[src/design/pktbuf_pkg.sv]
`default_nettype none

package pktbuf_pkg;

    ////////////////////
    // Data types

    // One byte of the ring memory
    typedef logic [7:0] byte_t;

    // Capture flags supplied with each packet
    typedef logic [7:0] flags_t;

    // Capture time, stored least significant byte first
    typedef logic [63:0] timestamp_t;

    // Payload length, also wide enough for the byte counts
    typedef logic [15:0] length_t;

    // Number of complete packets held in the ring
    typedef logic [31:0] count_t;

    ////////////////////
    // Header layout and limits

    // Magic, flags, two length bytes, eight timestamp bytes
    localparam int HEADER_BYTES = 12;

    // Marks the start of every stored header
    localparam byte_t MAGIC_BYTE = 8'hA5;

    // Slack kept free so a packet already in flight still fits
    localparam int FULL_MARGIN = 256;

endpackage

`default_nettype wire
[src/design/occupancy_counter.sv]
`timescale 1ns/10ps
`default_nettype none

module occupancy_counter #(
    parameter int DEPTH = 32768
) (
    input  wire                 clk,
    input  wire                 rst_n,
    input  wire                 buffer_clear,
    input  wire                 byte_in,
    input  wire                 byte_out,
    input  wire                 packet_in,
    input  wire                 packet_out,
    output pktbuf_pkg::length_t buffer_used,
    output pktbuf_pkg::length_t buffer_free,
    output logic                buffer_empty,
    output logic                buffer_full,
    output pktbuf_pkg::count_t  packet_count
);

    localparam int FULL_LEVEL = DEPTH - pktbuf_pkg::HEADER_BYTES - pktbuf_pkg::FULL_MARGIN;

    pktbuf_pkg::length_t used_next;
    pktbuf_pkg::count_t  count_next;

    // Simultaneous in and out pulses cancel
    always_comb begin
        case ({byte_in, byte_out})
            2'b10:   used_next = buffer_used + pktbuf_pkg::length_t'(1);
            2'b01:   used_next = buffer_used - pktbuf_pkg::length_t'(1);
            default: used_next = buffer_used;
        endcase
        case ({packet_in, packet_out})
            2'b10:   count_next = packet_count + pktbuf_pkg::count_t'(1);
            2'b01:   count_next = packet_count - pktbuf_pkg::count_t'(1);
            default: count_next = packet_count;
        endcase
    end

    always_ff @(posedge clk or negedge rst_n) begin
        if (!rst_n) begin
            buffer_used  <= '0;
            buffer_free  <= pktbuf_pkg::length_t'(DEPTH);
            buffer_empty <= 1'b1;
            buffer_full  <= 1'b0;
            packet_count <= '0;
        end else if (buffer_clear) begin
            buffer_used  <= '0;
            buffer_free  <= pktbuf_pkg::length_t'(DEPTH);
            buffer_empty <= 1'b1;
            buffer_full  <= 1'b0;
            packet_count <= '0;
        end else begin
            buffer_used  <= used_next;
            buffer_free  <= pktbuf_pkg::length_t'(DEPTH) - used_next;
            buffer_empty <= (used_next == '0);
            buffer_full  <= (used_next >= pktbuf_pkg::length_t'(FULL_LEVEL));
            packet_count <= count_next;
        end
    end

endmodule

`default_nettype wire

[config.mk]
export PLATFORM = sky130hd
export DESIGN_NAME = occupancy_counter
export DESIGN_NICKNAME = d
export VERILOG_FILES = /design/src/design/pktbuf_pkg.sv /design/src/design/occupancy_counter.sv
export SDC_FILE = /design/constraint.sdc
export NUM_CORES = 1
export LEC_CHECK = 0
export BUFFER_PORTS_ARGS = -buffer_cell sky130_fd_sc_hd__buf_2
export CAP_MARGIN = 30
export CORE_ASPECT_RATIO = 1.4
export CORE_UTILIZATION = 42
export CTS_BUF_LIST = sky130_fd_sc_hd__clkbuf_4 sky130_fd_sc_hd__clkbuf_8
export DETAILED_ROUTE_END_ITERATION = 10
export MAX_ROUTING_LAYER = met4
export PLACE_DENSITY = 0.68
export SYNTH_ARGS = -nofsm -noshare
export SYNTH_HDL_FRONTEND = slang
export SYNTH_SLANG_ARGS = --single-unit
[constraint.sdc]
create_clock -name clk -period 6.6 [get_ports clk]
set_clock_uncertainty 0.1 [all_clocks]
set_input_delay 0.99 -clock clk [delete_from_list [all_inputs] [get_ports clk]]
set_output_delay 0.99 -clock clk [all_outputs]
set_load 0.02 [all_outputs]
==> run_results.csv <==
group,metric,value,unit
worst_setup_path,worstSetupEndpoint,"buffer_free[14]$_DFF_PN0_",
drt,drt-pass1-iter-count,5,
worst_setup_path,worstSetupPathType,"input port to register",
worst_setup_path,cp-start-kind,"input port",
timing,period_share,0.665,
global_routing,grt_pass1_wl,24.6,mm
floorplan,die_w,99.9,um
yosys,post-synth-top-area-fraction,0.280,
drt,drc_errors,0,
global_routing,gr-total-overflow,0,
timing,setup_tns,0,ns
min_path,hp-class,"register to register",
worst_setup_path,crit_cells,14,
timing,hold_viol,0,
worst_setup_path,path_delay_family,"compound AO/OA/AOI/OAI gates",
yosys,ys_warn_count,0,
timing,worstMarginPinSlew,0.891,ns
job,maxCapViolCount,0,
yosys,avgSynthCellArea,9.01,sq um
timing,setup_viol_count_final,0,
drt,routed_via_density,5.94,
layout,seqCellArea,1630,sq um
drt,wl_per_cell,17.3,um
layout,drive_gt1_frac,0.185,
worst_setup_path,rr_worst_depth,11,
worst_setup_path,end_kind,"register",
worst_setup_path,arrival,4.48,ns
timing,rsz0062_at_grt,"no",
floorplan,initial_core_util,0.434,
placement,portBuffers,72,
layout,num-fill-cells,1275,
pwr,vdd_drop_max,0.125,mV
yosys,seq_area_frac_synth,0.289,
global_routing,grt_start_max_net_pins,66,
worst_setup_path,startpoint,"byte_in",
drt,drt-total-wl,14.9,mm
yosys,synthCells,626,
worst_setup_path,r2r-start,"buffer_used[1]$_DFF_PN0_",
floorplan,core_region_area,13000,sq um
yosys,synth_area_leaders,"dfrtp_1, ha_1, a21o_1",
floorplan,num_io_pins,73,
layout,multi_input_area,3780,sq um
cts,htreeDepth,3,
worst_setup_path,cp.required,6.69,ns
drt,via_count,5105,
outcome,outcome,"finished clean",
pwr,p_per_area,267,nW/um^2
yosys,netlist_area,5640,sq um
layout,diodes,0,
floorplan,die_h,139,um
cts,cts_resized,0,
cts,cts.sinks,65,
placement,gp_congestion,0.878,
yosys,synth.net_count,668,
yosys,synth_seq_cells,65,
worst_setup_path,rrSetupSlack,2.99,ns
floorplan,dieArea,13900,sq um
layout,nNetsFinal,718,
timing,slew_headroom,0.404,
global_routing,antenna_found_initial,0,
cts,clk_pin_slew,0.08,ns
cts,clock_latency,0.35,ns
cts,cts_tree,"built",
worst_setup_path,r2r_end,"buffer_free[14]$_DFF_PN0_",
yosys,synth-edff-count,0,
drt,ant_nets,0,
pwr,p_leak,3.02,nW
worst_setup_path,slowest_delay,0.52,ns
placement,dp_hpwl,10.6,mm
drt,first_iter_violations,216,
cts,clockBufferDepth,2,
global_routing,grt_usage,0.225,
cts,post_cts_buffers,0,
yosys,synth_top_flop_cell,"dfrtp_1",
worst_setup_path,cp_num_buf_inv,2,
worst_setup_path,path_cells,"buf_2 > inv_1 > ha_1 > xor2_1 > ha_1 > nor3b_2 > o21ai_2 > a21oi_1 > a221oi_1 > a2111oi_4 > o2111ai_1 > nor3_1 > and4_1 > nor3_1",
global_routing,first_global_vias,5063,
layout,utilization,0.482,
timing,drv_slew,0,
yosys,synthDistinctLibCells,90,
floorplan,num_rows,49,
yosys,async_reset_ff_frac,1.00,
worst_setup_path,path_max_fanout,15,
cts,cts_buffers,9,
layout,syn_to_final_growth,11.1,%
cts,ctsRootBufferMaster,"clkbuf_8",
cts,hold_buffers,0,
timing,min_period,4.39,ns
yosys,synth_top_area_cell,"dfrtp_1",
worst_setup_path,slowest_stage,"a2111oi_4",
timing,max_freq,228,MHz
-- cell usage in the layout (no fill, tap or decap), drive strengths merged, types with 6 or more instances in the layout --
master / netlist / final
a211oi: 9 / 9
a21o: 33 / 33
a21oi: 37 / 37
a22o: 22 / 22
a31oi: 9 / 9
and4: 7 / 7
buf: 19 / 79
clkbuf: 21 / 10
dfrtp: 63 / 63
ha: 34 / 34
inv: 7 / 8
nand2: 32 / 32
nand2b: 15 / 15
nand3: 12 / 12
nand3b: 6 / 6
nand4: 7 / 7
nor2: 59 / 59
nor2b: 12 / 12
nor3: 16 / 16
nor3b: 8 / 8
o21a: 7 / 7
o21ai: 31 / 31
o31ai: 7 / 7
xnor2: 27 / 27
xor2: 25 / 25
-- Yosys cell counts, types with 15 or more instances --
cell	count
dfrtp_1	63
nand2_1	32
o21ai_0	27
xor2_1	24
a21o_1	33
xnor2_1	26
clkbuf_1	21
a22o_1	22
ha_1	34
nand2b_1	15
a21oi_1	35
nor3_1	15
nor2_1	59
-- cells by family (layout without fill, tap and decap cells) --
group,after synthesis,in the layout,synth area share
AOI/OAI and AO/OA,215,215,0.291
and+or+nand+nor,206,206,0.204
DFF,65,65,0.289
xor gates and xnor gates,52,52,0.0834
buffers and inverters,47,102,0.0428
adders and majority gates,35,35,0.0790
muxes,6,6,0.0109
-- layout make-up --
class,instances,area share
clock buffers,10,0.0220
well taps,178,0.0355
inverters,7,0.00419
clock inverters,6,0.0106
repair buffers,79,0.0653
flip-flops and latches,65,0.260
multi-input cells,514,0.603
-- worst min path at each step --
stage | endpoint | startpoint | depth (start not counted)
5_1_grt | packet_count[17]$_DFFE_PN0P_ | packet_count[17]$_DFFE_PN0P_ | 2
2_1_floorplan | packet_count[3]$_DFFE_PN0P_ | packet_count[3]$_DFFE_PN0P_ | 2
6_report | packet_count[17]$_DFFE_PN0P_ | packet_count[17]$_DFFE_PN0P_ | 2
3_5_place_dp | packet_count[22]$_DFFE_PN0P_ | packet_count[22]$_DFFE_PN0P_ | 2
3_3_place_gp | packet_count[3]$_DFFE_PN0P_ | packet_count[3]$_DFFE_PN0P_ | 2
4_1_cts | packet_count[17]$_DFFE_PN0P_ | packet_count[17]$_DFFE_PN0P_ | 2
-- stage by stage --
| step | hold WS (ns) | area (sq um) | std cells | total power, mW | setup WS, ns |
|---|---|---|---|---|---|
| finish | 0.415 | 6270 | 859 | 1.67 | 2.21 |
| global route | 0.448 | 6270 | 859 | 1.79 | 1.87 |
| CTS | 0.423 | 6270 | 859 | 1.69 | 2.19 |
| detailed placement | 0.398 | 6060 | 843 | 1.31 | 1.86 |
| global placement | 0.387 | 6060 | 842 | 1.30 | 1.93 |
| floorplan | 0.510 | 5640 | 626 | 1.12 | 1.58 |
-- power breakdown --
part,internal [mW],switching [mW]
clock network,0.185,0.177
logic,0.298,0.463
registers,0.472,0.0796
-- worst reg2reg max path, cell delays in order, from the launching register on --
cell and delay (ns):
dfrtp_1 0.53, xor2_1 0.18, ha_1 0.20, nor3b_2 0.23
o21ai_2 0.13, a21oi_1 0.41, a221oi_1 0.14, a2111oi_4 0.52
o2111ai_1 0.21, nor3_1 0.47, and4_1 0.27, nor3_1 0.06
-- metal layers --
layer  track usage  up-vias  wire, um  part of all wire
met3        0.0383       27       626             0.042
met2         0.401      129      7790              0.52
met1         0.255     2494      6210              0.42
met4        0.0619        0       261             0.018
li1              -     2455         -                 -
met5             -        -         0                 0
-- sequential cells by signal (all words and copies together), names as in the netlist --
name / count
buffer_used: 15
buffer_empty: 1
buffer_full: 1
buffer_free: 16
packet_count: 32
No activity file was read; power rests on OpenSTA's default activity.
