## src/design/pktbuf_pkg.sv

```systemverilog
`default_nettype none

package pktbuf_pkg;

    ////////////////////
    // Data types

    // One byte of the ring memory
    typedef logic [7:0] byte_t;

    // Capture flags supplied with each packet
    typedef logic [7:0] flags_t;

    // Capture time, stored least significant byte first
    typedef logic [63:0] timestamp_t;

    // Payload length, also wide enough for the byte counts
    typedef logic [15:0] length_t;

    // Number of complete packets held in the ring
    typedef logic [31:0] count_t;

    ////////////////////
    // Header layout and limits

    // Magic, flags, two length bytes, eight timestamp bytes
    localparam int HEADER_BYTES = 12;

    // Marks the start of every stored header
    localparam byte_t MAGIC_BYTE = 8'hA5;

    // Slack kept free so a packet already in flight still fits
    localparam int FULL_MARGIN = 256;

endpackage

`default_nettype wire
```

## src/design/packet_reader.sv

```systemverilog
`timescale 1ns/10ps
`default_nettype none

module packet_reader #(
    parameter int DEPTH = 32768
) (
    input  wire                      clk,
    input  wire                      rst_n,
    input  wire                      buffer_clear,
    input  wire                      read_req,
    input  wire pktbuf_pkg::count_t  packet_count,
    input  wire pktbuf_pkg::byte_t   rd_data,
    output logic [$clog2(DEPTH)-1:0] rd_addr,
    output pktbuf_pkg::byte_t        read_data,
    output logic                     read_valid,
    output pktbuf_pkg::flags_t       read_flags,
    output pktbuf_pkg::timestamp_t   read_timestamp,
    output logic                     read_packet_start,
    output logic                     read_packet_end,
    output logic                     byte_out,
    output logic                     packet_out
);

    localparam int AW = $clog2(DEPTH);

    typedef enum logic [1:0] {
        RD_IDLE,
        RD_HEADER,
        RD_DATA
    } rd_state_e;

    rd_state_e              state;
    logic [AW-1:0]          rd_ptr;
    logic [3:0]             idx_q;
    pktbuf_pkg::length_t    remaining;
    logic                   first_q;
    pktbuf_pkg::byte_t      len_lo;
    pktbuf_pkg::flags_t     flags_q;
    pktbuf_pkg::timestamp_t ts_q;
    logic                   consume;

    // rd_data always holds the byte at rd_ptr, so the fetch runs one ahead
    assign consume = (state == RD_IDLE) ? (read_req && (packet_count != '0)) : read_req;
    assign rd_addr = consume ? rd_ptr + AW'(1) : rd_ptr;

    assign byte_out   = consume;
    assign packet_out = consume && (state == RD_DATA) &&
                        (remaining == pktbuf_pkg::length_t'(1));

    ////////////////////
    // Control path

    always_ff @(posedge clk or negedge rst_n) begin
        if (!rst_n) begin
            state             <= RD_IDLE;
            rd_ptr            <= '0;
            idx_q             <= 4'd0;
            remaining         <= '0;
            first_q           <= 1'b0;
            read_valid        <= 1'b0;
            read_packet_start <= 1'b0;
            read_packet_end   <= 1'b0;
        end else if (buffer_clear) begin
            state             <= RD_IDLE;
            rd_ptr            <= '0;
            idx_q             <= 4'd0;
            remaining         <= '0;
            first_q           <= 1'b0;
            read_valid        <= 1'b0;
            read_packet_start <= 1'b0;
            read_packet_end   <= 1'b0;
        end else begin
            read_valid        <= 1'b0;
            read_packet_start <= 1'b0;
            read_packet_end   <= 1'b0;
            if (consume) begin
                rd_ptr <= rd_addr;
            end
            case (state)
                RD_IDLE: begin
                    // Magic byte is taken here and not checked
                    if (consume) begin
                        idx_q <= 4'd1;
                        state <= RD_HEADER;
                    end
                end
                RD_HEADER: begin
                    if (read_req) begin
                        idx_q <= idx_q + 4'd1;
                        if (idx_q == 4'd3) begin
                            remaining <= {rd_data, len_lo};
                        end
                        if (idx_q == 4'(pktbuf_pkg::HEADER_BYTES - 1)) begin
                            first_q <= 1'b1;
                            state   <= RD_DATA;
                        end
                    end
                end
                default: begin
                    if (read_req) begin
                        read_valid        <= 1'b1;
                        read_packet_start <= first_q;
                        read_packet_end   <= (remaining == pktbuf_pkg::length_t'(1));
                        first_q           <= 1'b0;
                        remaining         <= remaining - pktbuf_pkg::length_t'(1);
                        if (remaining == pktbuf_pkg::length_t'(1)) begin
                            state <= RD_IDLE;
                        end
                    end
                end
            endcase
        end
    end

    ////////////////////
    // Header fields and payload

    always_ff @(posedge clk) begin
        if ((state == RD_HEADER) && read_req) begin
            if (idx_q == 4'd1) begin
                flags_q <= rd_data;
            end
            if (idx_q == 4'd2) begin
                len_lo <= rd_data;
            end
            // Shift in from the top so the first byte ends up lowest
            if (idx_q >= 4'd4) begin
                ts_q <= {rd_data, ts_q[63:8]};
            end
        end
        if ((state == RD_DATA) && read_req) begin
            read_data <= rd_data;
            if (first_q) begin
                read_flags     <= flags_q;
                read_timestamp <= ts_q;
            end
        end
    end

endmodule

`default_nettype wire

```

## config.mk

```make
export PLATFORM = sky130hd
export DESIGN_NAME = packet_reader
export DESIGN_NICKNAME = d
export VERILOG_FILES = /design/src/design/pktbuf_pkg.sv /design/src/design/packet_reader.sv
export SDC_FILE = /design/constraint.sdc
export NUM_CORES = 1
export LEC_CHECK = 0
export ABC_AREA = 1
export BUFFER_PORTS_ARGS = -buffer_cell sky130_fd_sc_hd__buf_4
export CORE_MARGIN = 4
export CORE_UTILIZATION = 45
export DETAILED_ROUTE_END_ITERATION = 10
export PLACE_DENSITY_LB_ADDON = 0.25
export SLEW_MARGIN = 10
export SYNTH_ARGS = -nofsm -noshare
export SYNTH_HDL_FRONTEND = slang
export SYNTH_SLANG_ARGS = --single-unit
```

## constraint.sdc

```tcl
create_clock -name clk -period 5.1 [get_ports clk]
set_input_delay 0.255 -clock clk [delete_from_list [all_inputs] [get_ports clk]]
set_output_delay 0.255 -clock clk [all_outputs]
set_load 0.03 [all_outputs]
```

==> summary.md <==
## Critical path
- flip-flop — Critical Path Source Type
- flip-flop to flip-flop — kind of critical path
- 5.25 ns — CP required
- 39 — largest fanout on the critical path
- flip-flop — sort of element at the end of the critical path
- 3.16 ns — critical path data arrival time

## Timing
- 0.00852 ns — worst-case clock skew
- 332 MHz — highest attainable clock frequency
- no — RSZ-0062 raised after global routing
- 29.3% — worst slew margin relative to its limit
- 0 — final setup fails
- 0 — pins over their slew limit
- 0.0281 ns — Worst Hold Margin
- 0 — number of hold violations in the final report
- 1.06 ns — transition time at the pin with the least slew margin
- 59.0% — share of the clock period used by the worst path
- 0 ns — setup TNS
- 3.01 ns — min Tclk post-route

## GRT
- 15.5% — Total Routing Usage GR
- 55 — largest net degree at the start of global routing
- 4713 — via count of the first global-routing pass
- 0 — number of antenna violations at the first check in global routing
- 24600 µm — global-route wire length before repair
- 0 — remaining global-route overflow

## Placement
- 143 — number of buffers added on ports
- 9040 µm² — area of placed instances
- 0.898 — final estimated routing congestion in global placement
- 10700 µm — placed wire-length estimate after detailed placement

## Floorplan
- 139 µm — die width
- 46.2% — starting density of the core
- 144 — IO Count
- 19300 µm² — Die Area
- 16700 µm² — CORE AREA
- 139 µm — Die Y
- 47 — number of cell rows

## Power and ir drop
- 0.258 mV — Worst VDD drop
- 435 nW/µm² — cell area power density
- 3.94 nW — Leak Pwr

## Clocking
- 0 — number of setup buffers added after CTS
- built — clock tree from TritonCTS
- 0 — post-cts resize count
- 1 — H-tree levels
- 3 — clk buf depth
- 0.48 ns — later-pin clock latency in the skew report
- 0.06 ns — Reg clk slew, reported paths
- 21 — number of CTS-inserted buffers
- 201 — Num Clock Sinks
- clkbuf_16 — cell chosen for the clock root

## Finish
- 58.7% — post-layout util
- 27.0% — Area growth, synth to finish
- 27.5% — proportion of layout cells with a drive suffix above 1
- 9800 µm² — final standard cell area without fillers
- 0 — number of antenna repair diodes
- 802 — Post-layout nets

## Route
- 0 — count of unresolved DRC violations after routing
- 15.5 µm — Routed WL per cell
- 328 — 1st-iter DRT viols
- 15200 µm — drt total wl
- 4.93 — Vias per Instance
- 5 — detailed-router iteration count before antenna repair
- 0 — number of routed nets with antenna violations
- 4864 — routed vias

## Run
- 0 — Max-cap violations

## Yosys
- 13.2 µm² — mean post-synth cell area
- 34 — number of unique standard cell types used by synthesis
- 0 — Syn. warnings
- 201 — flip-flop and latch count after synthesis
- 634 — net count of the mapped netlist
- 7710 µm² — netlist area before placement
- 75.6% — proportion of synthesized chip area in sequential cells
- 584 — cell count after synthesis

## Run status
- completed — status

## Worst hold path
- primary input to flip-flop — Tightest Hold Check Type

-- power by group --
group	internal (mW)	switching, mW
sequential	1.88	0.0824
clock	0.867	0.601
combinational	0.266	0.567
total	3.01	1.25
-- area by class of cell --
class	count	area [µm²]
clock buffers	23	533
clock inverters	14	140
fillers	1352	6910
inverters	41	154
multi-input cells	334	1690
flip-flops and latches	201	5830
well taps	220	275
repair buffers	153	1170
-- worst paths after layout --
check,endpoint,cells after the start,slack (ns),startpoint
setup / recovery,ts_q[44],6,2.09,state[1]
hold / removal,ts_q[56],1,0.03,rd_data[0]
setup reg to reg,ts_q[44],6,2.09,state[1]
hold reg to reg,read_flags[5],0,0.42,flags_q[5]
max in group asynchronous,remaining[8],2,4.42,rst_n
min in group asynchronous,remaining[14],2,0.32,rst_n
-- through the flow --
stage          setup slack, ns  power [mW]  std cells
2_1_floorplan            0.500        2.56        584
3_3_place_gp              2.14        2.80        941
3_5_place_dp              1.98        2.81        941
4_1_cts                   2.04        4.29        986
5_1_grt                   1.82        4.48        986
6_report                  2.09        4.26        986
-- synth_stat cells --
library cell | count | share of area, %
edfxtp_1 | 160 | 62
buf_4 | 1 | 0.097
xor2_1 | 12 | 1.4
buf_8 | 1 | 0.19
nor2_4 | 3 | 0.44
nor2_1 | 76 | 3.7
nand3_1 | 22 | 1.4
nand4_1 | 8 | 0.65
clkbuf_1 | 2 | 0.097
clkinv_1 | 1 | 0.049
nand2_4 | 3 | 0.44
nand3b_1 | 7 | 0.68
nand2_1 | 110 | 5.4
a21oi_1 | 16 | 1.0
o22ai_1 | 5 | 0.41
nand2_2 | 14 | 1.1
inv_1 | 35 | 1.7
nor4_1 | 2 | 0.16
inv_2 | 5 | 0.24
nor2_8 | 1 | 0.26
buf_2 | 3 | 0.19
a31oi_1 | 1 | 0.081
o21ai_0 | 14 | 0.91
a21oi_2 | 3 | 0.34
xnor2_1 | 5 | 0.57
nor2_2 | 2 | 0.16
nor3_1 | 4 | 0.26
o211ai_1 | 3 | 0.29
buf_1 | 1 | 0.049
or2_2 | 1 | 0.081
ha_1 | 6 | 0.97
and2_0 | 1 | 0.081
o21ai_1 | 15 | 0.97
dfrtp_1 | 41 | 13
-- sequential cells by signal (all words and copies together) (netlist names), 2 cells and up --
name / cells
state: 2
rd_ptr: 15
remaining: 16
ts_q: 64
read_flags: 8
read_data: 8
idx_q: 4
read_timestamp: 64
flags_q: 8
len_lo: 8
-- routing by layer --
layer / vias to the layer above / global-route usage, % / wire, µm
met5: - / 0 / 0
met1: 2313 / 22.0 / 6720
met2: 173 / 24.9 / 7230
met4: 0 / 4.12 / 238
li1: 2361 / - / -
met3: 17 / 3.03 / 1050
-- worst max-delay path: stages, from the launching register on --
cell and delay (ns):
dfrtp_1 0.41, inv_1 0.10, nand2_2 0.31, clkinv_1 0.34, nand2_1 0.19, nor2_4 0.83
buf_4 0.48
-- kinds of logic (layout without fill, tap and decap cells) --
kind of cell	count (synthesis)	count (layout)	synth area share, %
xor+xnor	17	17	1.93
buf+inv	49	231	2.63
compound gates	57	57	4.04
fa+ha+maj	6	6	0.973
flops	201	201	75.6
simple gates	254	254	14.8
-- layout by cell type (no fill, tap or decap), types with 6 or more instances in the layout --
cell / n
o21ai_0: 14
nand2_1: 110
nand4_1: 8
dlygate4sd3_1: 8
dfrtp_1: 41
buf_4: 145
xor2_1: 12
nor2_1: 74
nand2_2: 14
nand3_1: 22
nand3b_1: 7
inv_1: 35
ha_1: 6
clkbuf_16: 21
edfxtp_1: 160
o21ai_1: 15
a21oi_1: 16
-- what timing repair did --
item,CTS,global route
hold buffers,8,0
hold endpoints to repair,65,0
endpoints found under the setup margin,0,0
Power figures use the tool's default switching activity.
