$ cat src/design/pktbuf_pkg.sv
`default_nettype none

package pktbuf_pkg;

    ////////////////////
    // Data types

    // One byte of the ring memory
    typedef logic [7:0] byte_t;

    // Capture flags supplied with each packet
    typedef logic [7:0] flags_t;

    // Capture time, stored least significant byte first
    typedef logic [63:0] timestamp_t;

    // Payload length, also wide enough for the byte counts
    typedef logic [15:0] length_t;

    // Number of complete packets held in the ring
    typedef logic [31:0] count_t;

    ////////////////////
    // Header layout and limits

    // Magic, flags, two length bytes, eight timestamp bytes
    localparam int HEADER_BYTES = 12;

    // Marks the start of every stored header
    localparam byte_t MAGIC_BYTE = 8'hA5;

    // Slack kept free so a packet already in flight still fits
    localparam int FULL_MARGIN = 256;

endpackage

`default_nettype wire
$ cat src/design/packet_writer.sv
`timescale 1ns/10ps
`default_nettype none

module packet_writer #(
    parameter int DEPTH = 32768
) (
    input  wire                        clk,
    input  wire                        rst_n,
    input  wire                        buffer_clear,
    input  wire                        write_valid,
    input  wire pktbuf_pkg::byte_t     write_data,
    input  wire pktbuf_pkg::flags_t    write_flags,
    input  wire pktbuf_pkg::timestamp_t write_timestamp,
    input  wire                        full,
    output logic                       write_ready,
    output logic                       wr_en,
    output logic [$clog2(DEPTH)-1:0]   wr_addr,
    output pktbuf_pkg::byte_t          wr_data,
    output logic                       byte_in,
    output logic                       packet_in
);

    localparam int AW = $clog2(DEPTH);

    typedef enum logic [1:0] {
        WR_IDLE,
        WR_HEADER,
        WR_DATA,
        WR_PATCH
    } wr_state_e;

    wr_state_e              state;
    logic [AW-1:0]          wr_ptr;
    logic [AW-1:0]          base_q;
    logic [3:0]             idx_q;
    pktbuf_pkg::length_t    len_q;
    pktbuf_pkg::flags_t     flags_q;
    pktbuf_pkg::timestamp_t ts_q;
    pktbuf_pkg::byte_t      hdr_byte;
    logic [2:0]             ts_sel;
    logic                   accept;

    assign write_ready = ((state == WR_IDLE) || (state == WR_DATA)) && !full;
    assign accept      = write_valid && write_ready;

    ////////////////////
    // Header byte select

    always_comb begin
        ts_sel = 3'(idx_q - 4'd4);
        case (idx_q)
            4'd0:       hdr_byte = pktbuf_pkg::MAGIC_BYTE;
            4'd1:       hdr_byte = flags_q;
            // Length is patched once the packet closes
            4'd2, 4'd3: hdr_byte = 8'h00;
            default:    hdr_byte = ts_q[8*ts_sel +: 8];
        endcase
    end

    ////////////////////
    // Memory write port

    always_comb begin
        wr_en   = 1'b0;
        wr_addr = wr_ptr;
        wr_data = write_data;
        case (state)
            WR_IDLE: begin
                // Opening byte goes straight behind the header slot
                wr_en   = accept;
                wr_addr = wr_ptr + AW'(pktbuf_pkg::HEADER_BYTES);
            end
            WR_HEADER: begin
                wr_en   = 1'b1;
                wr_data = hdr_byte;
            end
            WR_DATA: begin
                wr_en = accept;
            end
            default: begin
                wr_en   = 1'b1;
                wr_addr = base_q + AW'(2 + idx_q[0]);
                wr_data = idx_q[0] ? len_q[15:8] : len_q[7:0];
            end
        endcase
    end

    assign byte_in   = wr_en && (state != WR_PATCH);
    assign packet_in = (state == WR_PATCH) && idx_q[0];

    always_ff @(posedge clk or negedge rst_n) begin
        if (!rst_n) begin
            state  <= WR_IDLE;
            wr_ptr <= '0;
            base_q <= '0;
            idx_q  <= 4'd0;
            len_q  <= '0;
        end else if (buffer_clear) begin
            state  <= WR_IDLE;
            wr_ptr <= '0;
            base_q <= '0;
            idx_q  <= 4'd0;
            len_q  <= '0;
        end else begin
            case (state)
                WR_IDLE: begin
                    if (accept) begin
                        base_q <= wr_ptr;
                        len_q  <= pktbuf_pkg::length_t'(1);
                        idx_q  <= 4'd0;
                        state  <= WR_HEADER;
                    end
                end
                WR_HEADER: begin
                    idx_q <= idx_q + 4'd1;
                    if (idx_q == 4'(pktbuf_pkg::HEADER_BYTES - 1)) begin
                        // Step over the byte stored at the opening beat
                        wr_ptr <= wr_ptr + AW'(2);
                        state  <= WR_DATA;
                    end else begin
                        wr_ptr <= wr_ptr + AW'(1);
                    end
                end
                WR_DATA: begin
                    if (accept) begin
                        wr_ptr <= wr_ptr + AW'(1);
                        len_q  <= len_q + pktbuf_pkg::length_t'(1);
                    end else if (!write_valid) begin
                        idx_q <= 4'd0;
                        state <= WR_PATCH;
                    end
                end
                default: begin
                    idx_q <= idx_q + 4'd1;
                    if (idx_q[0]) begin
                        state <= WR_IDLE;
                    end
                end
            endcase
        end
    end

    // Packet fields held for the header cycles
    always_ff @(posedge clk) begin
        if ((state == WR_IDLE) && accept) begin
            flags_q <= write_flags;
            ts_q    <= write_timestamp;
        end
    end

endmodule

`default_nettype wire

$ cat config.mk
export PLATFORM = sky130hd
export DESIGN_NAME = packet_writer
export DESIGN_NICKNAME = d
export VERILOG_FILES = /design/src/design/pktbuf_pkg.sv /design/src/design/packet_writer.sv
export SDC_FILE = /design/constraint.sdc
export NUM_CORES = 1
export LEC_CHECK = 0
export ABC_AREA = 1
export BUFFER_PORTS_ARGS = -buffer_cell sky130_fd_sc_hd__buf_2
export CORE_ASPECT_RATIO = 1.4
export CORE_MARGIN = 5
export CORE_UTILIZATION = 57
export DETAILED_ROUTE_END_ITERATION = 6
export PLACE_DENSITY = 0.81
export SYNTH_ARGS = -nofsm -noshare
export SYNTH_HDL_FRONTEND = slang
export SYNTH_SLANG_ARGS = --single-unit
$ cat constraint.sdc
create_clock -name clk -period 3.53 [get_ports clk]
set_input_delay 1.059 -clock clk [delete_from_list [all_inputs] [get_ports clk]]
set_output_delay 1.059 -clock clk [all_outputs]
set_load 0.005 [all_outputs]
==> summary.txt, run 1 <==
Run status
  • Status: completed

Power and ir drop
  • PD cells: 657 nW/µm²
  • Leakage power: 3.78 nW
  • Final Total Pwr: 5.48 mW
  • Max VDD drop: ~570 µV

Synth
  • Async SR Flop Fraction: 41.9%
  • Main flop type after synthesis: edfxtp_1
  • Synth Area in Adders: 2.85%
  • Yosys top cell by area: edfxtp_1
  • Synth Net Count: 974
  • Synth Warn #: 0
  • Syn Area/Cell: 8.05 µm²
  • Top post-synthesis cells by area: edfxtp_1 31%, dfrtp_1 19%, nand2_1 13%
  • Xor and xnor area share after synthesis: 1.87%
  • Yosys reg bits: 124
  • Post-synthesis mux area share: 0%
  • Mapped Area: roughly 7000 µm²
  • Yosys cell types: 39
  • Area share of and/or/nand/nor cells after synthesis: 29.7%
  • Post-synth EDFFs: 72
  • Register area share after synthesis: 49.3%
  • Combinational family with the most area after synthesis: simple AND/OR/NAND/NOR gates
  • Share of the synthesized area in the top cell type: 30.8%
  • Gate count of the mapped netlist: roughly 870
  • Compound-Gate Fraction of Synth Area: 9.21%

Run
  • Max cap viols: 0

Clocking
  • Cts bufs inserted: 17
  • Root Driver: clkbuf_16
  • Clock Latency Late Sink: 0.41 ns
  • CTS H-Tree Depth: 4
  • TritonCTS clock tree: built
  • CTS max path bufs: 2
  • Worst-path clk slew: 0.06 ns
  • Cts hold-fix bufs: 0
  • Clock sinks: 124

Cells and area
  • Commonest non-fill, non-tap cells in the layout: 249 x nand2_1, 119 x nand3_1, 111 x buf_2
  • Commonest non-fill, non-tap cell in the layout: nand2_1
  • N_diodes: 0
  • Area growth syn-to-layout: 18.6%
  • Final nets: 1089
  • Layout cells sized above 1: between 10% and 20%

Timing
  • Max_slew headroom: 52.5%
  • Final Slew Violations: 0
  • Setup_tns: 0 ns
  • WHS: ~0.55 ns
  • RSZ-0062 raised after global routing: false
  • Period utilization: 95.6%
  • Achievable frequency: slightly below 300 MHz
  • Final Hold Viols: 0
  • Worst-margin pin slew: between 0.7 and 0.8 ns
  • Endpoints failing setup: 0
  • Final Critical Period: 3.38 ns
  • Setup Skew: 0.0103 ns

Routing
  • Final wirelength: 19700 µm
  • First-pass iteration count of the detailed router: 5
  • Avg WL per Cell: roughly 17 µm
  • Iter 0 DRT Violations: slightly below 600
  • Routed vias: approximately 6700
  • # DRC: 0
  • Antenna Nets Post-Route: 0
  • Vias/cell: 5.81

Worst hold path
  • HP Class: flip-flop to flip-flop

Floorplanning
  • Chip Height: ~140 µm
  • Top Ports: 112
  • Initial Util: 57.6%
  • Die Span X: just over 100 µm
  • Site Rows: 48
  • Die area: 14700 µm²
  • Core area: between 10000 and 15000 µm²

Placed design
  • Placer's final routability congestion estimate: 0.981
  • Detailed placement HPWL: 14200 µm
  • IO Port Bufs: 111

GRT
  • Total global routing overflow: 0
  • Vias in the first global route: approximately 6700
  • Initial antenna violation count: 0
  • Largest net degree at the start of global routing: 75
  • GRT Overall Usage: 26.8%
  • Global-route wire length before repair: 31700 µm

Worst setup path
  • Crit. End Element: primary output
  • WS Path Type: flip-flop to primary output
  • CP dominant cell by count: nand2_1
  • Critical Path Max Stage Delay: about 0.55 ns
  • Worst-path fanout max: 12
  • CP max-delay cell: dfrtp_1
  • CP Data Arrival Time: 2.32 ns
  • CP Data Required Time: 2.47 ns
  • Cell Chain, Critical Path: nor2_2 > nand2_1 > nand2_1 > nor2_1 > nor2_1 > nand2_1 > nand2_1 > nand2_1 > nand2_1 > buf_2
  • CP startpoint kind: flip-flop
-- metal layers --
layer | routed length [µm] | GRT usage [%]
met5 | 0 | 0
met4 | 1180 | 17.0
met3 | 1520 | 4.96
met2 | 9980 | 47.4
met1 | 6990 | 29.3
-- cells by family (layout without fill, tap and decap cells) --
group,after synthesis,after routing
XOR/XNOR,15,15
buffers and inverters,121,248
AND/OR/NAND/NOR,479,479
adder cells (fa/ha/maj),16,16
flip-flops,124,124
AO/OA/AOI/OAI,118,118
-- cell usage after synthesis (2+ instances only) --
| master | instances |
|---|---|
| buf_6 | 2 |
| nand2_1 | 251 |
| o22ai_1 | 22 |
| nor3_1 | 16 |
| nor2_1 | 64 |
| o21ai_0 | 51 |
| a22o_1 | 2 |
| inv_2 | 4 |
| xnor2_1 | 3 |
| nand2_2 | 2 |
| buf_1 | 4 |
| clkinv_1 | 2 |
| dfrtp_1 | 52 |
| xor2_1 | 12 |
| nand2_4 | 3 |
| nand3_2 | 3 |
| o21ai_1 | 3 |
| buf_2 | 13 |
| nand3_1 | 119 |
| a21oi_1 | 33 |
| nand4_1 | 14 |
| inv_1 | 83 |
| o211ai_1 | 2 |
| ha_1 | 16 |
| edfxtp_1 | 72 |
| clkbuf_1 | 10 |
| nor2_2 | 3 |
-- worst paths after layout --
path / start / end / slack (ns) / cells past startpoint
worst max register to register: state[0]$_DFFE_PN0P_ / base_q[14]$_DFFE_PN0P_ / 0.99 / 9
worst min-delay path: base_q[0]$_DFFE_PN0P_ / base_q[0]$_DFFE_PN0P_ / 0.55 / 2
min in group asynchronous: rst_n / base_q[3]$_DFFE_PN0P_ / 0.77 / 2
worst max-delay path: idx_q[2]$_DFFE_PN0P_ / wr_data[0] / 0.15 / 10
max in group asynchronous: rst_n / len_q[2]$_DFFE_PN0P_ / 2.27 / 2
worst min register to register: base_q[0]$_DFFE_PN0P_ / base_q[0]$_DFFE_PN0P_ / 0.55 / 2
-- power by group --
group / switching [mW] / internal, mW
clock network: 0.686 / 0.979
logic: 1.32 / 0.644
registers: 0.116 / 1.73
total: 2.12 / 3.36
-- stage by stage --
stage / cell area (µm²) / instances / setup slack (ns) / util [%]
2_1_floorplan: 7020 / 873 / 0.448 / -
3_3_place_gp: 7750 / 1119 / 0.507 / 63.5
3_5_place_dp: 7750 / 1119 / 0.471 / 63.5
4_1_cts: 8310 / 1150 / 0.0970 / 68.2
5_1_grt: 8330 / 1150 / 0.00332 / 68.3
6_report: 8330 / 1150 / 0.155 / 68.3
-- state kept, by name (all words and copies together) (netlist names) --
name     cells
base_q      15
idx_q        4
state        2
ts_q        64
len_q       16
wr_ptr      15
flags_q      8
-- worst max-delay path: cells and delay by family (launching register included) --
kind / cells / cell delay [ns]
simple gates: 9 / 1.24
buf+inv: 1 / 0.12
flops: 1 / 0.55
-- timing repair --
action / 4_1_cts / 5_1_grt
setup buffers: 0 / 0
setup endpoints to repair: 1 / 5
resized for setup: 1 / 7
-- final cells by class --
| class | instances | area, µm² |
|---|---|---|
| Multi-Input combinational cell | 628 | 3090 |
| Fill cell | 997 | 3860 |
| Sequential cell | 124 | 3460 |
| Inverter | 90 | 344 |
| Clock buffer | 17 | 425 |
| Clock inverter | 14 | 135 |
| Tap cell | 150 | 188 |
| Timing Repair Buffer | 127 | 692 |
Note: power is estimated with default switching activity, not from simulation.
==> run 2, diff against run 1 <==
--- a/config.mk
+++ b/config.mk
@@ -5,13 +5,12 @@
 export SDC_FILE = /design/constraint.sdc
 export NUM_CORES = 1
 export LEC_CHECK = 0
-export ABC_AREA = 1
 export BUFFER_PORTS_ARGS = -buffer_cell sky130_fd_sc_hd__buf_2
 export CORE_ASPECT_RATIO = 1.4
 export CORE_MARGIN = 5
 export CORE_UTILIZATION = 57
 export DETAILED_ROUTE_END_ITERATION = 6
-export PLACE_DENSITY = 0.81
+export PLACE_DENSITY = 0.82
 export SYNTH_ARGS = -nofsm -noshare
 export SYNTH_HDL_FRONTEND = slang
 export SYNTH_SLANG_ARGS = --single-unit
==> run 2 against run 1 <==
The run now ends with setup timing left. Largest cell class unchanged. Critical endpoint is now wr_data[3]. Design area shrank 2.4%. Routed wire length decreased by 8.8%. Die area is 4.2% lower. Synthesized cell count fell by 30%. Combinational power fell by 21%. Non-clock buffer count up 11. Clock-buffer cell count up 1. Hold slack got worse by 0.035 ns. Via count shrank 16%. Setup slack worse by 0.22 ns. Flip-flop and latch count stayed put. Clock skew is 0.0021 ns higher.
==> summary.txt, run 2 <==
Cells and area
  • Commonest non-fill, non-tap cell in the layout: buf_2
  • Top flop regs: ts_q x64, len_q x16
  • Layout cells sized above 1: 31.6% (+13 points)
  • Final nets: 825 (-24%)
  • Commonest non-fill, non-tap cells in the layout: 111 x buf_2, 76 x nand2_1, 72 x edfxtp_1
  • Max reg flops: 64 (unchanged)
  • Most flops, register: ts_q
  • Final Util: 69.5% (+1.2 points)
  • Fill cell count: 814 (-18%)
  • Area growth syn-to-layout: 21.4%

GRT
  • Vias in the first global route: 5662 (-15%)
  • GRT Overall Usage: 25.8% (-1.0 points)
  • Largest net degree at the start of global routing: 65 (-13%)
  • Initial antenna violation count: 0 (unchanged)
  • Global-route wire length before repair: 28400 µm (-10%)
  • Total global routing overflow: 0 (unchanged)

Power and ir drop
  • Sw Ratio: 33.9% (-4.8 points)
  • Logic pwr share: 30.7% (-5.1 points)
  • Power Internal: 3.32 mW (-1.1%)
  • Max VDD drop: 495 µV (-13%)
  • Sw power: 1.70 mW (-20%)
  • PD cells: 618 nW/µm² (-6.0%)
  • Leakage power: 3.13 nW (-17%)
  • Final Total Pwr: 5.03 mW (-8.2%)
  • Part of the power in registers: 35.1% (+1.3 points)
  • Clock Power Share: 34.2% (+3.8 points)

Routing
  • # DRC: 0 (unchanged)
  • Vias/cell: 6.31 (+8.7%)
  • Iter 0 DRT Violations: 546 (-6.5%)
  • Routed vias: 5584 (-16%)
  • First-pass iteration count of the detailed router: 5 (unchanged)
  • Avg WL per Cell: 20.3 µm (+19%)
  • Antenna Nets Post-Route: 0 (unchanged)
  • Final wirelength: 17900 µm (-8.8%)

Clocking
  • Clock sinks: 124 (unchanged)
  • Clock Latency Late Sink: 0.42 ns (about the same)
  • Root Driver: clkbuf_16
  • Worst-path clk slew: 0.06 ns (about the same)
  • Cts bufs inserted: 17 (unchanged)
  • CTS max path bufs: 2 (unchanged)
  • TritonCTS clock tree: built
  • CTS H-Tree Depth: 4 (unchanged)

Worst setup path
  • Worst r2r src: state[0]$_DFFE_PN0P_
  • Worst Setup SP: idx_q[1]$_DFFE_PN0P_
  • CP Data Required Time: 2.47 ns (about the same)
  • WS Path Type: flip-flop to primary output
  • CP Data Arrival Time: 2.54 ns (+0.22 ns)
  • R2R depth: 6 (-3)
  • Worst-path fanout max: 7 (-5)
  • Cell Chain, Critical Path: buf_12 > ha_2 > or4_4 > and2_4 > o31ai_1 > o21ai_1 > buf_2
  • CP max-delay cell: or4_4
  • Critical Path Sink: wr_data[3]
  • R2R setup slack: 0.86 ns (-0.13 ns)
  • Capturing point of the worst reg2reg path: wr_ptr[10]$_DFFE_PN0P_
  • CP startpoint kind: flip-flop
  • Critical Path Max Stage Delay: 0.56 ns (about the same)
  • Crit. End Element: primary output

Run status
  • Status: finished with violations
  • Failing checks: setup timing

Timing
  • Max_slew headroom: 41.3% (-11 points)
  • Final Hold Viols: 0 (unchanged)
  • Setup ws final: -0.0702 ns (-0.225 ns)
  • Worst-margin pin slew: 0.881 ns (+0.168 ns)
  • Setup_tns: -0.0702 ns (-0.0702 ns)
  • WHS: 0.510 ns (-0.0352 ns)
  • Achievable frequency: 278 MHz (-6.2%)
  • RSZ-0062 raised after global routing: true
  • Setup Skew: 0.0124 ns (+0.00212 ns)
  • Final Critical Period: 3.60 ns (+0.225 ns)
  • Final Slew Violations: 0 (unchanged)
  • Period utilization: 102% (+6.4 points)
  • Endpoints failing setup: 1 (+1)

Placed design
  • Placer's final routability congestion estimate: 0.928 (-5.4%)
  • Place WS: 0.163 ns (-0.309 ns)
  • IO Port Bufs: 111 (unchanged)
  • Detailed placement HPWL: 12200 µm (-14%)

Synth
  • Yosys cell types: 60 (+54%)
  • Yosys top cell by area: edfxtp_1
  • Top post-synthesis cells by count: 77 x nand2_1, 72 x edfxtp_1, 52 x dfrtp_1
  • Async SR Flop Fraction: 41.9% (unchanged)
  • Synth Warn #: 0 (unchanged)
  • Yosys reg bits: 124 (unchanged)
  • Mapped Area: 6700 µm² (-4.6%)
  • Most common cell in the netlist: nand2_1
  • Post-synth EDFFs: 72 (unchanged)
  • Register area share after synthesis: 51.7% (+2.4 points)
  • Top post-synthesis cells by area: edfxtp_1 32%, dfrtp_1 19%, mux4_2 4.4%
  • Synth Net Count: 714 (-27%)
  • Gate count of the mapped netlist: 613 (-30%)
  • Syn Area/Cell: 10.9 µm² (+36%)
  • Share of the synthesized area in the top cell type: 32.3% (+1.5 points)
  • Main flop type after synthesis: edfxtp_1

Floorplanning
  • Chip Height: 138 µm (-2.2%)
  • Site Rows: 47 (-2.1%)
  • Initial Util: 57.3% (-0.35 points)
  • Top Ports: 112 (unchanged)
  • Die area: 14100 µm² (-4.2%)
  • Die Span X: 102 µm (-2.1%)
  • Core area: 11700 µm² (-4.0%)

Worst hold path
  • HP Class: flip-flop to flip-flop

Run
  • Max cap viols: 0 (unchanged)
[run 2: changes by cell type after synthesis, moves of 13 or more]
cell      change
mux4_2       +13
nand3_1     -102
o22ai_1      -22
nor2_1       -43
inv_1        -69
clkbuf_1     +19
mux2_2       +14
nand2_1     -174
[run 2: worst min-delay path by stage]
stage / startpoint / endpoint / depth (start not counted)
3_3_place_gp: len_q[6]$_DFFE_PN0P_ / len_q[6]$_DFFE_PN0P_ / 1
5_1_grt: len_q[10]$_DFFE_PN0P_ / len_q[10]$_DFFE_PN0P_ / 1
2_1_floorplan: len_q[10]$_DFFE_PN0P_ / len_q[10]$_DFFE_PN0P_ / 1
6_report: len_q[6]$_DFFE_PN0P_ / len_q[6]$_DFFE_PN0P_ / 1
3_5_place_dp: len_q[6]$_DFFE_PN0P_ / len_q[6]$_DFFE_PN0P_ / 1
4_1_cts: len_q[6]$_DFFE_PN0P_ / len_q[6]$_DFFE_PN0P_ / 1
[run 2: cell families after synthesis]
group / count (synthesis) / synth area share, %
buf+inv: 60 / 3.92
fa+ha+maj: 16 / 2.99
flops: 124 / 51.7
xor+xnor: 18 / 2.35
compound gates: 156 / 14.5
simple gates: 204 / 15.9
mux: 35 / 8.64
[run 2: layout make-up]
class | instances | area [µm²] | area share (%)
Antenna cell | 1 | 2.50 | 0.0308
Clock buffer | 18 | 429 | 5.28
Clock inverter | 14 | 151 | 1.86
Inverter | 14 | 52.6 | 0.646
Multi-Input combinational cell | 429 | 3060 | 37.6
Sequential cell | 124 | 3470 | 42.7
Tap cell | 147 | 184 | 2.26
Timing Repair Buffer | 138 | 783 | 9.63
[run 2: stage by stage]
step	cells	cell area (µm²)
after floorplan	613	6710
after global placement	842	7370
after detailed placement	842	7370
after CTS	879	8020
after global routing	884	8130
final	885	8130
[run 2: power groups by stage]
stage	combinational (mW)	sequential [mW]	clock, mW
after floorplan	0.896	1.76	0
after global placement	1.33	1.78	0
after detailed placement	1.37	1.79	0
after CTS	1.45	1.76	1.73
after global routing	1.68	1.77	1.81
final	1.54	1.76	1.72
[run 2: per-layer routing]
layer	wire, µm	part of all wire, %	up-vias	global-route usage (%)
met1	6610	37	2690	31.4
met3	1380	7.7	52	5.24
met2	9320	52	304	43.9
li1	-	-	2538	-
met4	631	3.5	0	10.6
met5	0	0	-	0
[run 2: critical path, delay by kind of cell, from the launching register on]
family / cells / cell delay [ns]
AOI/OAI and AO/OA: 2 / 0.42
DFF: 1 / 0.45
adders and majority gates: 1 / 0.17
and+or+nand+nor: 2 / 0.78
buffers and inverters: 2 / 0.30
[run 2: repair_timing]
item | 4_1_cts | 5_1_grt
setup buffers | 5 | 5
hold buffers | 0 | 0
resized for setup | 13 | 23
setup endpoints to repair | 10 | 15
endpoints found under the hold margin | 0 | 0
pin swaps | 0 | 7
==> run 3, diff against run 2 <==
--- a/config.mk
+++ b/config.mk
@@ -8,9 +8,10 @@
 export BUFFER_PORTS_ARGS = -buffer_cell sky130_fd_sc_hd__buf_2
 export CORE_ASPECT_RATIO = 1.4
 export CORE_MARGIN = 5
-export CORE_UTILIZATION = 57
+export CORE_UTILIZATION = 45
 export DETAILED_ROUTE_END_ITERATION = 6
-export PLACE_DENSITY = 0.82
+export PLACE_DENSITY = 0.67
+export SLEW_MARGIN = 10
 export SYNTH_ARGS = -nofsm -noshare
 export SYNTH_HDL_FRONTEND = slang
 export SYNTH_SLANG_ARGS = --single-unit
==> run 3 against run 2 <==
The run now ends clean. Core utilization fell by 13 points. Clock-buffer cell count fell by 1. Register-to-register slack lost 0.04 ns. Power decreased by 0.92%. Die area is 24% higher. Flip-flop and latch count unchanged. Clock power hardly changed. Critical path type unchanged. Critical endpoint is now wr_data[1]. Largest cell class unchanged. Largest power group unchanged.
==> summary.txt, run 3 (same netlist as run 2, synthesis figures left out) <==
Clocking
  • CTS H-Tree Depth: 4 (unchanged)
  • Cts bufs inserted: 17 (unchanged)
  • CTS max path bufs: 2 (unchanged)
  • Clock sinks: 124 (unchanged)
  • Clock Latency Late Sink: 0.42 ns (about the same)
  • Worst-path clk slew: 0.06 ns (about the same)
  • TritonCTS clock tree: built
  • Root Driver: clkbuf_16

Timing
  • Final Hold Viols: 0 (unchanged)
  • Period utilization: 98.7% (-3.3 points)
  • Final Slew Violations: 0 (unchanged)
  • Setup Skew: 0.0158 ns (+0.00336 ns)
  • Worst-margin pin slew: 0.636 ns (-0.245 ns)
  • Achievable frequency: 287 MHz (+3.4%)
  • Setup ws final: 0.0475 ns (+0.118 ns)
  • Max_slew headroom: 57.1% (+16 points)
  • Endpoints failing setup: 0 (-1)
  • Final Critical Period: 3.48 ns (-0.118 ns)
  • WHS: 0.509 ns (-0.00120 ns)

Cells and area
  • Commonest non-fill, non-tap cell in the layout: buf_2
  • Final nets: 821 (-0.48%)
  • Max reg flops: 64 (unchanged)
  • N_diodes: 0 (-1)
  • Most flops, register: ts_q
  • Commonest non-fill, non-tap cells in the layout: 111 x buf_2, 76 x nand2_1, 72 x edfxtp_1
  • Layout cells sized above 1: 30.7% (-0.92 points)
  • Non-Filler Instances: 922 (+4.2%)
  • Top flop regs: ts_q x64, len_q x16
  • Area growth syn-to-layout: 21.8%
  • Area of the multi-input gates: 3070 µm² (+0.37%)
  • Fill cell count: 1290 (+58%)
  • Reg area: 3470 µm² (about the same)

Floorplanning
  • Die Span X: 113 µm (+11%)
  • Site Rows: 52 (+11%)
  • Top Ports: 112 (unchanged)
  • Die area: 17500 µm² (+24%)
  • Chip Height: 154 µm (+12%)
  • Initial Util: 46.0% (-11 points)
  • Core area: 14600 µm² (+25%)

Worst setup path
  • Worst-path fanout max: 5 (-2)
  • R2R depth: 6 (unchanged)
  • Worst Setup SP: idx_q[1]$_DFFE_PN0P_
  • WS Path Type: flip-flop to primary output
  • CP startpoint kind: flip-flop
  • CP Data Required Time: 2.47 ns (about the same)
  • Crit. End Element: primary output
  • Worst r2r src: state[0]$_DFFE_PN0P_
  • CP Data Arrival Time: 2.42 ns (-0.12 ns)

Routing
  • Vias/cell: 5.88 (-6.8%)
  • Avg WL per Cell: 18.8 µm (-7.3%)
  • # DRC: 0 (unchanged)
  • Antenna Nets Post-Route: 0 (unchanged)
  • First-pass iteration count of the detailed router: 5 (unchanged)
  • Final wirelength: 17300 µm (-3.4%)
  • Iter 0 DRT Violations: 412 (-25%)
  • Routed vias: 5419 (-3.0%)

Placed design
  • Placer's final routability congestion estimate: 0.890 (-4.1%)
  • Place WS: 0.246 ns (+0.0834 ns)
  • IO Port Bufs: 111 (unchanged)
  • Detailed placement HPWL: 12700 µm (+4.1%)
  • Placed Instances: 885 (+5.1%)

GRT
  • Largest net degree at the start of global routing: 56 (-14%)
  • Total global routing overflow: 0 (unchanged)
  • Global-route wire length before repair: 28000 µm (-1.6%)
  • Vias in the first global route: 5657 (-0.088%)
  • Initial antenna violation count: 0 (unchanged)
  • GRT Overall Usage: 20.1% (-5.6 points)

Worst hold path
  • Hold_sp: len_q[6]$_DFFE_PN0P_
  • HP Class: flip-flop to flip-flop
  • Hold Path Stages: 1 (unchanged)

Power and ir drop
  • Leakage power: 3.13 nW (-0.20%)
  • Max VDD drop: 446 µV (-9.9%)
  • PD cells: 610 nW/µm² (-1.3%)

Run status
  • Status: completed

Run
  • Max cap viols: 0 (unchanged)
[run 3: cell count changes in the layout (fill, tap and decap cells not counted), sizes merged]
cell,change
buf,-4
clkbuf,-1
diode,-1
inv,+1
[run 3: critical path: stages (launching register included)]
cell     delay, ns
dfrtp_2       0.45
buf_12        0.14
ha_1          0.17
or4_4         0.58
and2_4        0.23
o31ai_2       0.21
o21ai_1       0.09
buf_2         0.14
[run 3: through the flow]
stage	TNS [ns]	power, mW	cell area [µm²]	utilization [%]
2_1_floorplan	0	2.66	6710	-
3_3_place_gp	0	3.14	7430	51.0
3_5_place_dp	0	3.18	7430	51.0
4_1_cts	-0.0276	4.92	8030	55.1
5_1_grt	-0.0238	5.22	8160	56.0
6_report	0	4.98	8160	56.0
[run 3: layout make-up]
type / count / area share (%)
Tap cell: 189 / 2.90
Timing Repair Buffer: 134 / 9.23
Sequential cell: 124 / 42.5
Clock buffer: 17 / 5.21
Inverter: 14 / 0.674
Clock inverter: 15 / 1.87
Multi-Input combinational cell: 429 / 37.6
[run 3: timing repair]
| action | 4_1_cts | 5_1_grt |
|---|---|---|
| endpoints found under the setup margin | 9 | 10 |
| gates cloned | 0 | 0 |
| buffers inserted | 0 | 6 |
| gates resized for setup | 10 | 23 |
| pin swaps | 0 | 7 |
| hold buffers | 0 | 0 |
[run 3: path summary, 6_finish.rpt]
kind,slack (ns),endpoint
max reg2reg,0.82,wr_ptr[14]$_DFFE_PN0P_
min in group asynchronous,0.62,len_q[8]$_DFFE_PN0P_
min reg2reg,0.51,len_q[6]$_DFFE_PN0P_
max in group asynchronous,2.07,idx_q[1]$_DFFE_PN0P_
min,0.51,len_q[6]$_DFFE_PN0P_
max,0.05,wr_data[1]
[run 3: power breakdown]
group	total [mW]	switching [mW]	internal (mW)	leakage (nW)
Combinational	1.51	0.881	0.628	1.47
Clock	1.71	0.710	0.995	0.279
Sequential	1.77	0.0770	1.69	1.38
Total	4.98	1.67	3.31	3.13
[run 3: metal layers]
layer	GRT usage, %	part of all wire, %
met2	35.3	51
met5	0	0
met3	4.73	6.4
met1	23.1	39
met4	9.16	3.4
